[config.mk]
export PLATFORM = sky130hd
export DESIGN_NAME = llm_top
export DESIGN_NICKNAME = d
export VERILOG_FILES = /design/src/logic/llm_pkg.sv /design/src/logic/llm_chain_builder.sv /design/src/logic/llm_chain_walker.sv /design/src/logic/llm_free_list.sv /design/src/logic/llm_link_ram.sv /design/src/logic/llm_top.sv /design/src/logic/llm_walker_regs.sv
export SDC_FILE = /design/constraint.sdc
export NUM_CORES = 1
export LEC_CHECK = 0
export BUFFER_PORTS_ARGS = -buffer_cell sky130_fd_sc_hd__buf_4
export CORE_MARGIN = 2
export CORE_UTILIZATION = 30
export DETAILED_ROUTE_END_ITERATION = 16
export PLACE_DENSITY = 0.48
export SYNTH_ARGS = -nofsm -noshare
export SYNTH_HDL_FRONTEND = slang
export SYNTH_SLANG_ARGS = --single-unit
export TNS_END_PERCENT = 10
[constraint.sdc]
create_clock -name clk -period 5.65 [get_ports clk]
set_input_delay 0 -clock clk [delete_from_list [all_inputs] [get_ports clk]]
set_output_delay 0 -clock clk [all_outputs]
set_load 0.02 [all_outputs]
[src/logic/llm_pkg.sv]
package llm_pkg;

  localparam int page_bits     = 6;
  localparam int num_pages     = 64;
  localparam int max_pkt_pages = 16;
  localparam int len_bits      = 5;
  localparam int head_q_depth  = 8;

  // one link memory entry, stop marks the last page of a chain
  typedef struct packed {
    logic                 stop;
    logic [page_bits-1:0] page;
  } link_t;

  typedef enum logic [2:0] {
    idle,
    pop,
    read,
    wait_link,
    free,
    report
  } walk_state_t;

  typedef enum logic [1:0] {
    reg_ctrl       = 2'd0,
    reg_pkt_count  = 2'd1,
    reg_page_count = 2'd2
  } reg_addr_t;

endpackage

[src/logic/llm_chain_builder.sv]
`timescale 1ns/100ps

module llm_chain_builder
  (
  input  logic                          clk,
  input  logic                          reset,
  input  logic                          pkt_srdy,
  output logic                          pkt_drdy,
  input  logic [llm_pkg::len_bits-1:0]  pkt_pages,
  input  logic                          alloc_srdy,
  output logic                          alloc_drdy,
  input  logic [llm_pkg::page_bits-1:0] alloc_page,
  output logic                          wr_en,
  output logic [llm_pkg::page_bits-1:0] wr_addr,
  output llm_pkg::link_t                wr_link,
  output logic                          head_srdy,
  input  logic                          head_drdy,
  output logic [llm_pkg::page_bits-1:0] head_page
  );
  import llm_pkg::*;

  typedef enum logic [1:0] {
    bld_idle,
    bld_alloc,
    bld_stop,
    bld_hand
  } build_state_t;

  build_state_t         state;
  build_state_t         next_state;
  logic [len_bits-1:0]  remain;
  logic [page_bits-1:0] prev_page;
  logic                 have_prev;
  logic                 take;

  assign take       = alloc_srdy && alloc_drdy;
  assign alloc_drdy = (state == bld_alloc);
  assign head_srdy  = (state == bld_hand);

  // link of the previous page points at the new one, stop entry at the end
  assign wr_en   = (take && have_prev) || (state == bld_stop);
  assign wr_addr = prev_page;
  assign wr_link = (state == bld_stop) ? link_t'{stop: 1'b1, page: '0}
                                       : link_t'{stop: 1'b0, page: alloc_page};

  always_comb
  begin
    next_state = state;
    case (state)
      bld_idle:  if (pkt_srdy && pkt_drdy) next_state = bld_alloc;
      bld_alloc: if (take && (remain == len_bits'(1))) next_state = bld_stop;
      bld_stop:  next_state = bld_hand;
      bld_hand:  if (head_drdy) next_state = bld_idle;
      default:   next_state = bld_idle;
    endcase
  end

  always_ff @(posedge clk)
  begin
    if (reset)
    begin
      state    <= bld_idle;
      pkt_drdy <= 1'b0;
    end
    else
    begin
      state    <= next_state;
      pkt_drdy <= (next_state == bld_idle);
    end
  end

  always_ff @(posedge clk)
  begin
    if (pkt_srdy && pkt_drdy)
    begin
      remain    <= pkt_pages;
      have_prev <= 1'b0;
    end
    else if (take)
    begin
      remain    <= remain - 1'b1;
      prev_page <= alloc_page;
      have_prev <= 1'b1;
      if (!have_prev)
        head_page <= alloc_page;   // first page is the chain head
    end
  end

  a_pkt_len_legal: assert property (@(posedge clk) disable iff (reset)
    (pkt_srdy && pkt_drdy) |-> (pkt_pages != '0) && (pkt_pages <= max_pkt_pages));

endmodule

[src/logic/llm_chain_walker.sv]
`timescale 1ns/100ps

module llm_chain_walker
  (
  input  logic                          clk,
  input  logic                          reset,
  input  logic                          head_srdy,
  output logic                          head_drdy,
  input  logic [llm_pkg::page_bits-1:0] head_page,
  output logic                          rd_en,
  output logic [llm_pkg::page_bits-1:0] rd_addr,
  input  llm_pkg::link_t                rd_link,
  output logic                          free_srdy,
  input  logic                          free_drdy,
  output logic [llm_pkg::page_bits-1:0] free_page,
  input  logic                          walk_enable,
  output logic                          done_srdy,
  input  logic                          done_drdy,
  output logic [llm_pkg::page_bits-1:0] done_head,
  output logic [llm_pkg::len_bits-1:0]  done_pages,
  output logic                          pkt_done,
  output logic                          page_freed
  );
  import llm_pkg::*;

  localparam int hq_ptr_bits = $clog2(head_q_depth);

  logic [page_bits-1:0]   hq_mem [head_q_depth];
  logic [hq_ptr_bits-1:0] hq_wr;
  logic [hq_ptr_bits-1:0] hq_rd;
  logic [hq_ptr_bits:0]   hq_cnt;
  logic                   hq_push;
  logic                   hq_pop;
  walk_state_t            state;
  logic [page_bits-1:0]   cur_page;
  logic [page_bits-1:0]   pkt_head;
  logic [len_bits-1:0]    pages;
  link_t                  link_q;

  assign head_drdy = (hq_cnt != head_q_depth);
  assign hq_push   = head_srdy && head_drdy;
  assign hq_pop    = (state == pop);

  assign rd_en      = (state == read);
  assign rd_addr    = cur_page;
  assign free_srdy  = (state == free);
  assign free_page  = cur_page;
  assign done_srdy  = (state == report);
  assign done_head  = pkt_head;
  assign done_pages = pages;
  assign pkt_done   = done_srdy && done_drdy;
  assign page_freed = free_srdy && free_drdy;

  always_ff @(posedge clk)
  begin
    if (hq_push)
      hq_mem[hq_wr] <= head_page;
  end

  always_ff @(posedge clk)
  begin
    if (reset)
    begin
      hq_wr  <= '0;
      hq_rd  <= '0;
      hq_cnt <= '0;
      state  <= idle;
    end
    else
    begin
      if (hq_push)
        hq_wr <= hq_wr + 1'b1;
      if (hq_pop)
        hq_rd <= hq_rd + 1'b1;
      hq_cnt <= hq_cnt + hq_push - hq_pop;
      case (state)
        idle:      if (walk_enable && (hq_cnt != '0)) state <= pop;  // only between chains
        pop:       state <= read;
        read:      state <= wait_link;
        wait_link: state <= free;
        free:      if (free_drdy) state <= link_q.stop ? report : read;
        report:    if (done_drdy) state <= idle;
        default:   state <= idle;
      endcase
    end
  end

  always_ff @(posedge clk)
  begin
    case (state)
      pop:
      begin
        cur_page <= hq_mem[hq_rd];
        pkt_head <= hq_mem[hq_rd];
        pages    <= '0;
      end
      wait_link: link_q <= rd_link;
      free:
      begin
        if (free_drdy)
        begin
          pages    <= pages + 1'b1;
          cur_page <= link_q.page;   // follow the chain
        end
      end
      default: ;
    endcase
  end

  // a chain longer than any legal request means a broken link
  a_pages_bounded: assert property (@(posedge clk) disable iff (reset)
    (state == report) |-> (pages != '0) && (pages <= max_pkt_pages));

endmodule

[src/logic/llm_free_list.sv]
`timescale 1ns/100ps

module llm_free_list
  (
  input  logic                          clk,
  input  logic                          reset,
  output logic                          alloc_srdy,
  input  logic                          alloc_drdy,
  output logic [llm_pkg::page_bits-1:0] alloc_page,
  input  logic                          free_srdy,
  output logic                          free_drdy,
  input  logic [llm_pkg::page_bits-1:0] free_page,
  output logic [llm_pkg::page_bits:0]   free_count,
  output logic                          init_done
  );
  import llm_pkg::*;

  logic [page_bits-1:0] fl_mem [num_pages];
  logic [page_bits-1:0] rd_ptr;
  logic [page_bits-1:0] wr_ptr;
  logic [page_bits:0]   count;
  logic [page_bits-1:0] init_page;
  logic                 push;
  logic                 pop;
  logic [page_bits-1:0] push_page;

  assign alloc_srdy = init_done && (count != '0);
  assign alloc_page = fl_mem[rd_ptr];
  assign free_drdy  = init_done;   // frees are never stalled
  assign free_count = count;

  assign pop       = alloc_srdy && alloc_drdy;
  assign push      = !init_done || (free_srdy && free_drdy);
  assign push_page = init_done ? free_page : init_page;

  always_ff @(posedge clk)
  begin
    if (push)
      fl_mem[wr_ptr] <= push_page;
  end

  always_ff @(posedge clk)
  begin
    if (reset)
    begin
      rd_ptr    <= '0;
      wr_ptr    <= '0;
      count     <= '0;
      init_page <= '0;
      init_done <= 1'b0;
    end
    else
    begin
      if (push)
        wr_ptr <= wr_ptr + 1'b1;   // wraps at num_pages
      if (pop)
        rd_ptr <= rd_ptr + 1'b1;
      case ({push, pop})
        2'b10:   count <= count + 1'b1;
        2'b01:   count <= count - 1'b1;
        default: count <= count;
      endcase
      // fill pages 0..num_pages-1 in order
      if (!init_done)
      begin
        init_page <= init_page + 1'b1;
        if (init_page == page_bits'(num_pages - 1))
          init_done <= 1'b1;
      end
    end
  end

  // emptiness judged from the pointers instead of the count
  a_no_empty_alloc: assert property (@(posedge clk) disable iff (reset)
    pop |-> (wr_ptr != rd_ptr) || (count == num_pages));

  // a walker freeing more pages than were handed out
  a_no_free_when_full: assert property (@(posedge clk) disable iff (reset)
    (init_done && free_srdy && !pop) |-> (count < num_pages));

endmodule

[src/logic/llm_link_ram.sv]
`timescale 1ns/100ps

module llm_link_ram
  (
  input  logic                          clk,
  input  logic                          wr_en,
  input  logic [llm_pkg::page_bits-1:0] wr_addr,
  input  llm_pkg::link_t                wr_link,
  input  logic                          rd_en,
  input  logic [llm_pkg::page_bits-1:0] rd_addr,
  output llm_pkg::link_t                rd_link
  );
  import llm_pkg::*;

  link_t link_mem [num_pages];

  always_ff @(posedge clk)
  begin
    if (wr_en)
      link_mem[wr_addr] <= wr_link;
  end

  // registered read, entry valid the cycle after rd_en
  always_ff @(posedge clk)
  begin
    if (rd_en)
      rd_link <= link_mem[rd_addr];
  end

endmodule

[src/logic/llm_top.sv]
`timescale 1ns/100ps

module llm_top
  (
  input  logic                          clk,
  input  logic                          reset,
  input  logic                          pkt_srdy,
  output logic                          pkt_drdy,
  input  logic [llm_pkg::len_bits-1:0]  pkt_pages,
  output logic                          done_srdy,
  input  logic                          done_drdy,
  output logic [llm_pkg::page_bits-1:0] done_head,
  output logic [llm_pkg::len_bits-1:0]  done_pages,
  output logic [llm_pkg::page_bits:0]   free_count,
  output logic                          init_done,
  input  logic                          cfg_wr,
  input  llm_pkg::reg_addr_t            cfg_addr,
  input  logic [15:0]                   cfg_wdata,
  output logic [15:0]                   cfg_rdata
  );
  import llm_pkg::*;

  logic                 alloc_srdy;
  logic                 alloc_drdy;
  logic [page_bits-1:0] alloc_page;
  logic                 free_srdy;
  logic                 free_drdy;
  logic [page_bits-1:0] free_page;
  logic                 wr_en;
  logic [page_bits-1:0] wr_addr;
  link_t                wr_link;
  logic                 rd_en;
  logic [page_bits-1:0] rd_addr;
  link_t                rd_link;
  logic                 head_srdy;
  logic                 head_drdy;
  logic [page_bits-1:0] head_page;
  logic                 walk_enable;
  logic                 pkt_done;
  logic                 page_freed;

  llm_free_list i_free_list (.*);

  llm_link_ram i_link_ram (.*);

  llm_chain_builder i_chain_builder (.*);

  llm_chain_walker i_chain_walker (.*);

  llm_walker_regs i_walker_regs (.*);

endmodule

[src/logic/llm_walker_regs.sv]
`timescale 1ns/100ps

module llm_walker_regs
  (
  input  logic               clk,
  input  logic               reset,
  input  logic               cfg_wr,
  input  llm_pkg::reg_addr_t cfg_addr,
  input  logic [15:0]        cfg_wdata,
  output logic [15:0]        cfg_rdata,
  output logic               walk_enable,
  input  logic               pkt_done,
  input  logic               page_freed
  );
  import llm_pkg::*;

  logic [15:0] pkt_cnt;
  logic [15:0] page_cnt;

  always_ff @(posedge clk)
  begin
    if (reset)
    begin
      walk_enable <= 1'b1;
      pkt_cnt     <= '0;
      page_cnt    <= '0;
    end
    else
    begin
      if (cfg_wr && (cfg_addr == reg_ctrl))
        walk_enable <= cfg_wdata[0];
      // any write clears, otherwise count and wrap
      if (cfg_wr && (cfg_addr == reg_pkt_count))
        pkt_cnt <= '0;
      else if (pkt_done)
        pkt_cnt <= pkt_cnt + 1'b1;
      if (cfg_wr && (cfg_addr == reg_page_count))
        page_cnt <= '0;
      else if (page_freed)
        page_cnt <= page_cnt + 1'b1;
    end
  end

  always_comb
  begin
    case (cfg_addr)
      reg_ctrl:       cfg_rdata = {15'd0, walk_enable};
      reg_pkt_count:  cfg_rdata = pkt_cnt;
      reg_page_count: cfg_rdata = page_cnt;
      default:        cfg_rdata = '0;
    endcase
  end

endmodule

# ---- After elaboration in Yosys (flattened, before gate mapping)
# Memories as Yosys holds them, arrays and structs flattened. A register that Yosys moved wholly into a read port is not among the register bits.
# Index checks and enable logic that the tools add are counted.
dict set report totals {
  output_inout_bits 37
  ram_bits 880
  latchBits 0
  memories 3
  regBits 117
  romBits 0
  input_bits 28
  wordCells 120
}
# name words width rd rd_ports_with_merged_regs wr line_no
set mem_list {}
lappend mem_list {i_link_ram.link_mem 64 7 1 1 1 llm_link_ram.sv:15} ;# link_t link_mem [num_pages];
lappend mem_list {i_free_list.fl_mem 64 6 1 1 1 llm_free_list.sv:18} ;# logic [page_bits-1:0] fl_mem [num_pages];
lappend mem_list {i_chain_walker.hq_mem 8 6 1 1 1 llm_chain_walker.sv:28} ;# logic [page_bits-1:0] hq_mem [head_q_depth];
dict set report op_classes {
  addsub 13
  eq_ne 18
  n_mux 31
  shifts 0
  n_lt_le_gt_ge 0
  n_reduce_logical 30
  multipliers 0
  div 0
  n_bitwise 2
}
# op n
set op_table {}
lappend op_table {{$pmux W16 S3} 1}
lappend op_table {{$add A16 B1 Y16 const B} 2}
lappend op_table {{$mux W6} 4}
lappend op_table {{$add A6 B1 Y6 const B} 3}
lappend op_table {{$mux W3} 6}
lappend op_table {{$pmux W3 S6} 1}
lappend op_table {{$mux W5} 3}
lappend op_table {{$pmux W7 S2} 1}
lappend op_table {{$logic_and A1 B1 Y1} 12}
lappend op_table {{$pmux W6 S2} 1}
lappend op_table {{$pmux W5 S2} 1}
lappend op_table {{$eq A2 B2 Y1 const B} 4}
lappend op_table {{$mux W1} 8}
lappend op_table {{$pmux W2 S4} 1}
lappend op_table {{$add A7 B1 Y7 const B} 1}
lappend op_table {{$mux W7} 1}
lappend op_table {{$reduce_bool A7 Y1} 1}
lappend op_table {{$sub A7 B1 Y7 const B} 1}
lappend op_table {{$add A3 B1 Y3 const B} 2}
lappend op_table {{$eq A2 B1 Y1 const B} 3}
lappend op_table {{$eq A3 B2 Y1 const B} 2}
lappend op_table {{$eq A3 B3 Y1 const B} 2}
lappend op_table {{$eq A6 B6 Y1 const B} 1}
lappend op_table {{$logic_not A2 Y1} 3}
lappend op_table {{19 further kinds} 29}

# ---- Depth between registers and ports, before layout
# Gate-level depths: netlist (run 1).
dict set report logic_depth {
  depth_word 7
  depth_mapped 14
  mapped_depth_nobuf 11
}

# ---- By module
# A second synthesis (run 1) with hierarchy kept.
dict set report unflattened {
  hier_cells 2228
  area_unflattened_um2 40734.1
}
# mod seq_area_each_um2 instances area_per_inst_um2 cells_per_inst
set by_module_without_submodules {}
lappend by_module_without_submodules {llm_link_ram 13663.1 1 17705.7 827}
lappend by_module_without_submodules {llm_free_list 12171.7 1 16676.0 896}
lappend by_module_without_submodules {llm_chain_walker 2482.4 1 3737.3 244}
lappend by_module_without_submodules {llm_walker_regs 660.6 1 1725.4 190}
lappend by_module_without_submodules {llm_chain_builder 590.6 1 889.6 71}

# ---- Worst setup path after synthesis (run 1)
# No wires, ideal clock.
dict set report synth_path {
  kind {register -> register}
  startpoint {register with a tool-made name}
  endpoint {memory i_link_ram.link_mem[0][2] (netlist name), data pin}
  required_ns 4.931
  path_buffers 3
  stages_incl_launch_ff 9
  path_slack_ns 0.776
  arrival_ns 4.155
  synth_period_minus_slack_ns 4.874
  setup_time_ns 0.719
  cell_sequence {dfxtp_1 > clkbuf_1 > buf_4 > or2_2 > clkbuf_1 > o22ai_1 > nor4_1 > nor3_1 > o31ai_1}
}
# item line_no
set synth_rtl {}
lappend synth_rtl {{to (decl)} llm_link_ram.sv:15}

# ---- Worst setup path after layout (run 1)
dict set report layout_path {
  startpoint {register i_chain_walker.state[1]}
  endpoint {register i_free_list.count[4], in the netlist i_free_list.free_count[4]}
}
dict set report layout_between {
  elab_chain_cells 5
  elab_cells_between_ends 7
  cone_classes {eq/ne: 3; mux: 1; reduce/logical: 3}
}
# item line_no
set layout_lines {}
lappend layout_lines {{from (decl)} llm_chain_walker.sv:34} ;# walk_state_t state;
lappend layout_lines {{from (signal assigned)} llm_chain_walker.sv:67} ;# state <= idle;
lappend layout_lines {{from (signal assigned)} llm_chain_walker.sv:77} ;# idle: if (walk_enable && (hq_cnt != '0)) state <= pop;
lappend layout_lines {{from (signal assigned)} llm_chain_walker.sv:78} ;# pop: state <= read;
lappend layout_lines {{$eq A3 B3 Y1 *} llm_chain_walker.sv:46} ;# assign free_srdy = (state == free);
lappend layout_lines {{$logic_and A1 B1 Y1 *} llm_free_list.sv:33} ;# assign push = !init_done || (free_srdy && free_drdy);
lappend layout_lines {{$logic_or A1 B1 Y1 *} llm_free_list.sv:33}
lappend layout_lines {{$eq A2 B1 Y1 / $eq A2 B2 Y1 (equally long branches)} llm_free_list.sv:58} ;# case ({push, pop})
lappend layout_lines {{$pmux W7 S2 / $reduce_bool A2 Y1 (equally long branches)} n/a}
lappend layout_lines {{to (signal assigned)} llm_free_list.sv:59} ;# 2'b10: count <= count + 1'b1;
lappend layout_lines {{to (signal assigned)} llm_free_list.sv:60} ;# 2'b01: count <= count - 1'b1;
lappend layout_lines {{to (signal assigned)} llm_free_list.sv:61} ;# default: count <= count;
lappend layout_lines {{to (decl)} llm_free_list.sv:21} ;# logic [page_bits:0] count;
# Every way passes the cells marked *; elsewhere a longest branch is shown, timed or not.
# A chain may end at the register's enable or synchronous reset.

==> impl_metrics.toml, run 1 <==
[die]
initial_utilization_pct = 30.3
boundaryPins = 65
die_w_um = 371
die_area_sq_um = 138000
core_area_sq_um = 134000
fp.dieH_um = 371
rows = 134

[synth]
seq_area_frac_synth_pct = 73.1
synth_adder_area_share_pct = 0.606
synth_simple_gate_area_share_pct = 6.49
synth_xor_area_share_pct = 1.17
synth.distinct_cells = 65
async_flop_share_pct = 0
syn_nets = 2327
synthFlopType = "edfxtp_1"
synth_compound_area_share_pct = 3.72
ys_ff_latch = 1013
synth_edf_count = 928
ys_warn_count = 0
synth.avg_cell_area_sq_um = 17.7
syn_area_sq_um = 40400
syn_inst = 2280
muxShareOfSynthArea_pct = 13.1
synth_top_family_by_area = "multiplexers"

[grt]
grt_pass1_wl_um = 144000
grt_use_total_pct = 14.2
grt_max_degree = 72
grt_pass1_vias = 21500
grt-ovfl-total = 0
antenna_found_initial = 3

[setup_path]
worstRegToRegCells = 12
worstPathArrival_ps = 4320
rrSetupSlack_ps = 1920
reg2reg_from = "i_chain_walker.state[1]"
crit_path_end_kind = "register"
crit_start = "i_chain_walker.state[1]"
worstSetupPathType = "reg -> reg"
r2r_end = "i_free_list.free_count[4]"
cp_max_fo = 25
cp.required_ps = 6240
critical_path.endpoint = "i_free_list.free_count[4]"
timing.critical_path.from_type = "register"

[cts]
cts_sinks = 1013
clock_latency_ps = 700
h-tree-depth = 3
clk_path_buf_depth = 3
clkSlewWorstSetupHoldPaths_ps = 60
clockRootBuffer = "clkbuf_16"
cts_setup_buffers = 0
cts_made_buffers = 104
cts_tree = "yes"

[placement]
dpl.hpwl_um = 61400
routabilityCongestion = 0.790
port_buffers = 49
placed_area_sq_um = 42900

[timing]
finalSetupViolCount = 0
fin_crit_sh_pct = 66.0
grt_setup_unrepaired = "no"
finalHoldViolations = 0
slew_viol_final = 0
min_period_ps = 3730
fmax_mhz = 268
fin_tns_setup_ps = 0
relSlewSlack_pct = 25.9
worst_pin_slew_ps = 1110
finalClockSkew_ps = 18.5

[routing]
drc_errors = 0
drtPass1Iterations = 7
routed_wl_um = 97900
dr_total_vias = 20800
routed_via_density = 4.93
wl_per_cell_um = 23.2
ant_nets = 0
initialDrtViolationCount = 1787

[power_and_ir_drop]
power_leakage_nw = 14.4
pwr_density_cell_nw_per_um2 = 381
vdd_drop_max_mv = 0.276

[hold_path]
hp-class = "in -> reg"
min_path_cells = 4

[finish]
n_antenna_cell = 0
drive_gt1_share_pct = 21.7
multiInputGateArea_sq_um = 10300
areaGrowthSynthToFinish_pct = 15.0
fin_area_sq_um = 46500
final_nets = 2419
fillers = 12400
regArea_sq_um = 29600

[outcome]
status = "finished, final reports clean"

[run]
maxCapViolCount = 0
## stage by stage
step | hold WS [ps] | cells | utilization, % | worst slack, ps | total power [W]
2_1_floorplan | 118 | 2280 | - | 776 | 0.0102
3_3_place_gp | 208 | 4011 | 32.1 | 1990 | 0.0110
3_5_place_dp | 213 | 4011 | 32.1 | 1940 | 0.0111
4_1_cts | 131 | 4226 | 34.8 | 1910 | 0.0180
5_1_grt | 242 | 4226 | 34.8 | 1610 | 0.0184
6_report | 216 | 4226 | 34.8 | 1920 | 0.0177
## where the power goes
| group | total [W] | internal, W | switching, W | leakage, nW |
|---|---|---|---|---|
| combinational | 0.00232 | 0.000956 | 0.00136 | 3.65 |
| sequential | 0.00856 | 0.00839 | 0.000168 | 9.13 |
| clock | 0.00686 | 0.00396 | 0.00290 | 1.63 |
| total | 0.0177 | 0.0133 | 0.00443 | 14.4 |
## logic make-up after synthesis
kind of cell               after synthesis
adders and majority gates               19
AOI/OAI and AO/OA                      221
and+or+nand+nor                        546
DFF                                   1013
muxes                                  277
buffers and inverters                  150
xor gates and xnor gates                54
## final cells by class
type,count,area share [%]
Multi-Input combinational cell,1117,22.1
Sequential cell,1013,63.6
Timing Repair Buffer,113,2.14
Clock buffer,129,5.84
Inverter,23,0.186
Clock inverter,63,1.42
Tap cell,1768,4.76
## registers in the layout (all words and copies together), names as in the netlist, 3 cells and up, named ones only
name	cells
i_walker_regs.pkt_cnt	16
i_chain_walker.done_head	6
i_chain_walker.state	3
i_chain_builder.head_page	6
i_walker_regs.page_cnt	16
i_chain_walker.hq_mem	48
i_chain_walker.free_page	6
i_free_list.rd_ptr	6
i_chain_walker.done_pages	5
i_free_list.free_count	7
i_chain_builder.wr_addr	6
i_free_list.init_page	6
i_chain_walker.hq_wr	3
i_chain_walker.hq_rd	3
i_free_list.wr_ptr	6
i_chain_walker.link_q	7
i_chain_walker.hq_cnt	4
i_free_list.fl_mem	384
i_chain_builder.remain	5
i_link_ram.link_mem	448
i_link_ram.rd_link	7
## worst min path at each step
stage / start / endpoint / slack, ps
after floorplan: cfg_wdata[0] / i_walker_regs.walk_enable / 120
after global placement: cfg_wdata[0] / i_walker_regs.walk_enable / 210
after detailed placement: cfg_wdata[0] / i_walker_regs.walk_enable / 210
after CTS: cfg_addr[0] / i_walker_regs.page_cnt[7] / 130
after global routing: cfg_addr[0] / i_walker_regs.page_cnt[7] / 240
final: cfg_addr[0] / i_walker_regs.page_cnt[8] / 220
## synth_stat cells, types with 18 or more instances
cell type  number  area [sq um]
a21oi_1        35           175
a22o_1         21           184
a22oi_1        24           180
buf_1          20          75.1
buf_2          41           205
clkbuf_1       47           176
dfxtp_1        85          1700
edfxtp_1      928         27900
ha_1           18           225
inv_1          22          82.6
mux2_2         69           777
mux4_2        196          4410
nand2_1        81           304
nand2b_1       20           125
nand3_1        24           120
nor2_1        251           942
nor2b_1        20           125
nor3_1         31           155
nor4_1         20           125
o21ai_0        24           120
o22ai_1        61           382
xnor2_1        25           219
xor2_1         29           254
## per-layer routing
layer / global-route usage (%) / part of all wire (%) / up-vias / routed length (um)
li1: - / - / 9269 / -
met4: 3.80 / 2.1 / 0 / 2090
met3: 3.01 / 5.8 / 135 / 5700
met5: 0 / 0 / - / 0
met1: 19.3 / 44 / 10900 / 43400
met2: 23.0 / 48 / 503 / 46600
## what timing repair did
action                                 CTS  global route
endpoints found under the hold margin   93             0
hold buffers                            23             0
resized for setup                        0             0
## worst max-delay path: stages (launching register included)
cell,delay [ps]
dfxtp_1,580
or3b_1,170
buf_4,310
nand2_1,180
inv_1,150
ha_1,650
xor2_1,160
ha_1,270
or3_1,310
a21oi_1,200
a21oi_1,80
mux2i_1,190
mux2_2,340
## cells in the final DEF (no fill, tap or decap), types with 24 or more instances in the layout
| cell type | Yosys | layout |
|---|---|---|
| xor2_1 | 29 | 29 |
| a22oi_1 | 24 | 24 |
| mux2_2 | 69 | 69 |
| mux4_2 | 196 | 196 |
| o21ai_0 | 24 | 24 |
| buf_4 | 11 | 83 |
| nor3_1 | 31 | 31 |
| o22ai_1 | 61 | 61 |
| clkinv_1 | 1 | 24 |
| xnor2_1 | 25 | 25 |
| nor2_1 | 251 | 251 |
| clkbuf_16 | 0 | 104 |
| nand2_1 | 81 | 81 |
| edfxtp_1 | 928 | 928 |
| nand3_1 | 24 | 24 |
| dfxtp_1 | 85 | 83 |
| a21oi_1 | 35 | 34 |
No activity file was read; power rests on OpenSTA's default activity.
==> run 2: changes to the inputs <==
PLACE_DENSITY = 0.5   (was 0.48)
clock period = 3.3 ns   (was 5.65 ns; I/O delays follow)
==> run 2 against run 1 <==
Clock-buffer cell count is 1 higher. Setup slack got worse by 1800 ps. Non-clock buffer count is 24 higher. Largest power group unchanged.
==> impl_metrics.toml, run 2 (synthesis gave the netlist of run 1 again) <==
[finish]
final_nets = 2446
top_register = "i_link_ram.link_mem"
areaGrowthSynthToFinish_pct = 16.0
layout_commonest_cell = "edfxtp_1"
reg_top3 = "i_link_ram.link_mem (448), i_free_list.fl_mem (384), i_chain_walker.hq_mem (48)"
layout_common_cells = "edfxtp_1, nor2_1, mux4_2"
n_antenna_cell = 0
largest_register_ffs = 448
stdcell_count = 4259
drive_gt1_share_pct = 23.3
fillers = 12400
final_util_pct = 35.1

[timing]
finalSetupViolCount = 0
worst_pin_slew_ps = 1120
slew_viol_final = 0
fin_tns_setup_ps = 0
grt_setup_unrepaired = "yes"
relSlewSlack_pct = 25.2
fmax_mhz = 317
min_period_ps = 3150
finalClockSkew_ps = 33.1
fin_hold_ws_ps = 13.9
fin_crit_sh_pct = 95.5
finalHoldViolations = 0

[grt]
grt_max_degree = 71
antenna_found_initial = 2
grt_use_total_pct = 13.8
grt-ovfl-total = 0
grt_pass1_wl_um = 141000
grt_pass1_vias = 21800

[power_and_ir_drop]
intPower_w = 0.0230
switching_power_w = 0.00745
power_frac_clock_pct = 38.8
p_seq_share_pct = 47.9
sw_frac_of_total_pct = 24.5
power_leakage_nw = 14.7
pwr_density_cell_nw_per_um2 = 649
vdd_drop_max_mv = 0.449
p_comb_share_pct = 13.2

[routing]
drc_errors = 0
ant_nets = 0
routed_wl_um = 95700
routed_via_density = 4.95
initialDrtViolationCount = 1866
dr_total_vias = 21100
wl_per_cell_um = 22.5
drtPass1Iterations = 5

[cts]
cts_setup_buffers = 0
clock_latency_ps = 690
h-tree-depth = 3
clockRootBuffer = "clkbuf_16"
clkSlewWorstSetupHoldPaths_ps = 60
clk_path_buf_depth = 3
cts_tree = "yes"
cts_made_buffers = 107
cts_sinks = 1013

[setup_path]
cp_max_fo = 10
timing.critical_path.from_type = "register"
cp.required_ps = 3600
worstPathArrival_ps = 3450
worstSetupPathType = "reg -> reg"
crit_path_end_kind = "register"

[run]
maxCapViolCount = 0

[outcome]
status = "finished, final reports clean"

[placement]
routabilityCongestion = 0.821
port_buffers = 49
place_inst = 4048
dpl.hpwl_um = 62000

[die]
fp.dieH_um = 371
die_w_um = 371
boundaryPins = 65
rows = 134
core_area_sq_um = 134000
initial_utilization_pct = 30.3
die_area_sq_um = 138000

[hold_path]
hp-class = "in -> reg"
## run 2: changes by cell type in the layout (fill, tap and decap cells not counted), moves of 2 or more
cell	before	now
clkinv_1	24	27
clkbuf_1	23	20
inv_6	4	1
buf_12	7	20
clkinv_4	1	3
clkbuf_16	104	109
buf_4	83	107
clkinvlp_4	6	4
clkinv_2	14	23
dlygate4sd3_1	23	10
## run 2: path summary, 6_finish.rpt
path	start	to	slack (ps)	cells past startpoint
worst max-delay path	i_chain_builder.state[0]	i_link_ram.link_mem[7][3]	150	6
worst min-delay path	pkt_srdy	i_chain_builder.have_prev	10	4
worst max register to register	i_chain_builder.state[0]	i_link_ram.link_mem[7][3]	150	6
worst min register to register	i_link_ram.rd_link[0]	i_chain_walker.link_q[0]	420	0
## run 2: what timing repair did
action / 4_1_cts / 5_1_grt
hold endpoints to repair: 81 / 0
resized for setup: 0 / 1
endpoints found under the setup margin: 0 / 21
hold buffers: 10 / 0
## run 2: final cells by class
type | instances | area [sq um] | area share [%]
Clock buffer | 130 | 2820 | 6.00
Sequential cell | 1013 | 29600 | 63.0
Clock inverter | 71 | 661 | 1.41
Tap cell | 1768 | 2210 | 4.71
Timing Repair Buffer | 137 | 1300 | 2.78
Inverter | 23 | 86.3 | 0.184
Multi-Input combinational cell | 1117 | 10300 | 21.9
## run 2: worst max-delay path: stages, from the launching register on
cell and delay, ps:
dfxtp_1 450, nand3b_1 180, a21oi_1 290, buf_4 220, a21o_1 370, nand2b_1 520
nor2_1 740
## run 2: through the flow
stage	cell area [sq um]	setup WS, ps	power, W
2_1_floorplan	40500	-148	0.0174
3_3_place_gp	43400	264	0.0189
3_5_place_dp	43400	190	0.0189
4_1_cts	46900	159	0.0308
5_1_grt	46900	-11.8	0.0316
6_report	46900	149	0.0305
## run 2: power by group through the flow
stage / Sequential, W / Combinational [W] / Clock [W]
floorplan: 0.0148 / 0.00264 / 0
global placement: 0.0149 / 0.00403 / 0
detailed placement: 0.0149 / 0.00408 / 0
CTS: 0.0146 / 0.00411 / 0.0121
global route: 0.0146 / 0.00433 / 0.0126
finish: 0.0146 / 0.00403 / 0.0118
## run 2: layer usage
metal | track usage, % | part of all wire, % | up-vias
met5 | 0 | 0 | -
met1 | 18.8 | 44 | 10900
met2 | 22.2 | 47 | 612
met3 | 2.60 | 5.9 | 171
met4 | 4.50 | 3.0 | 0
li1 | - | - | 9345
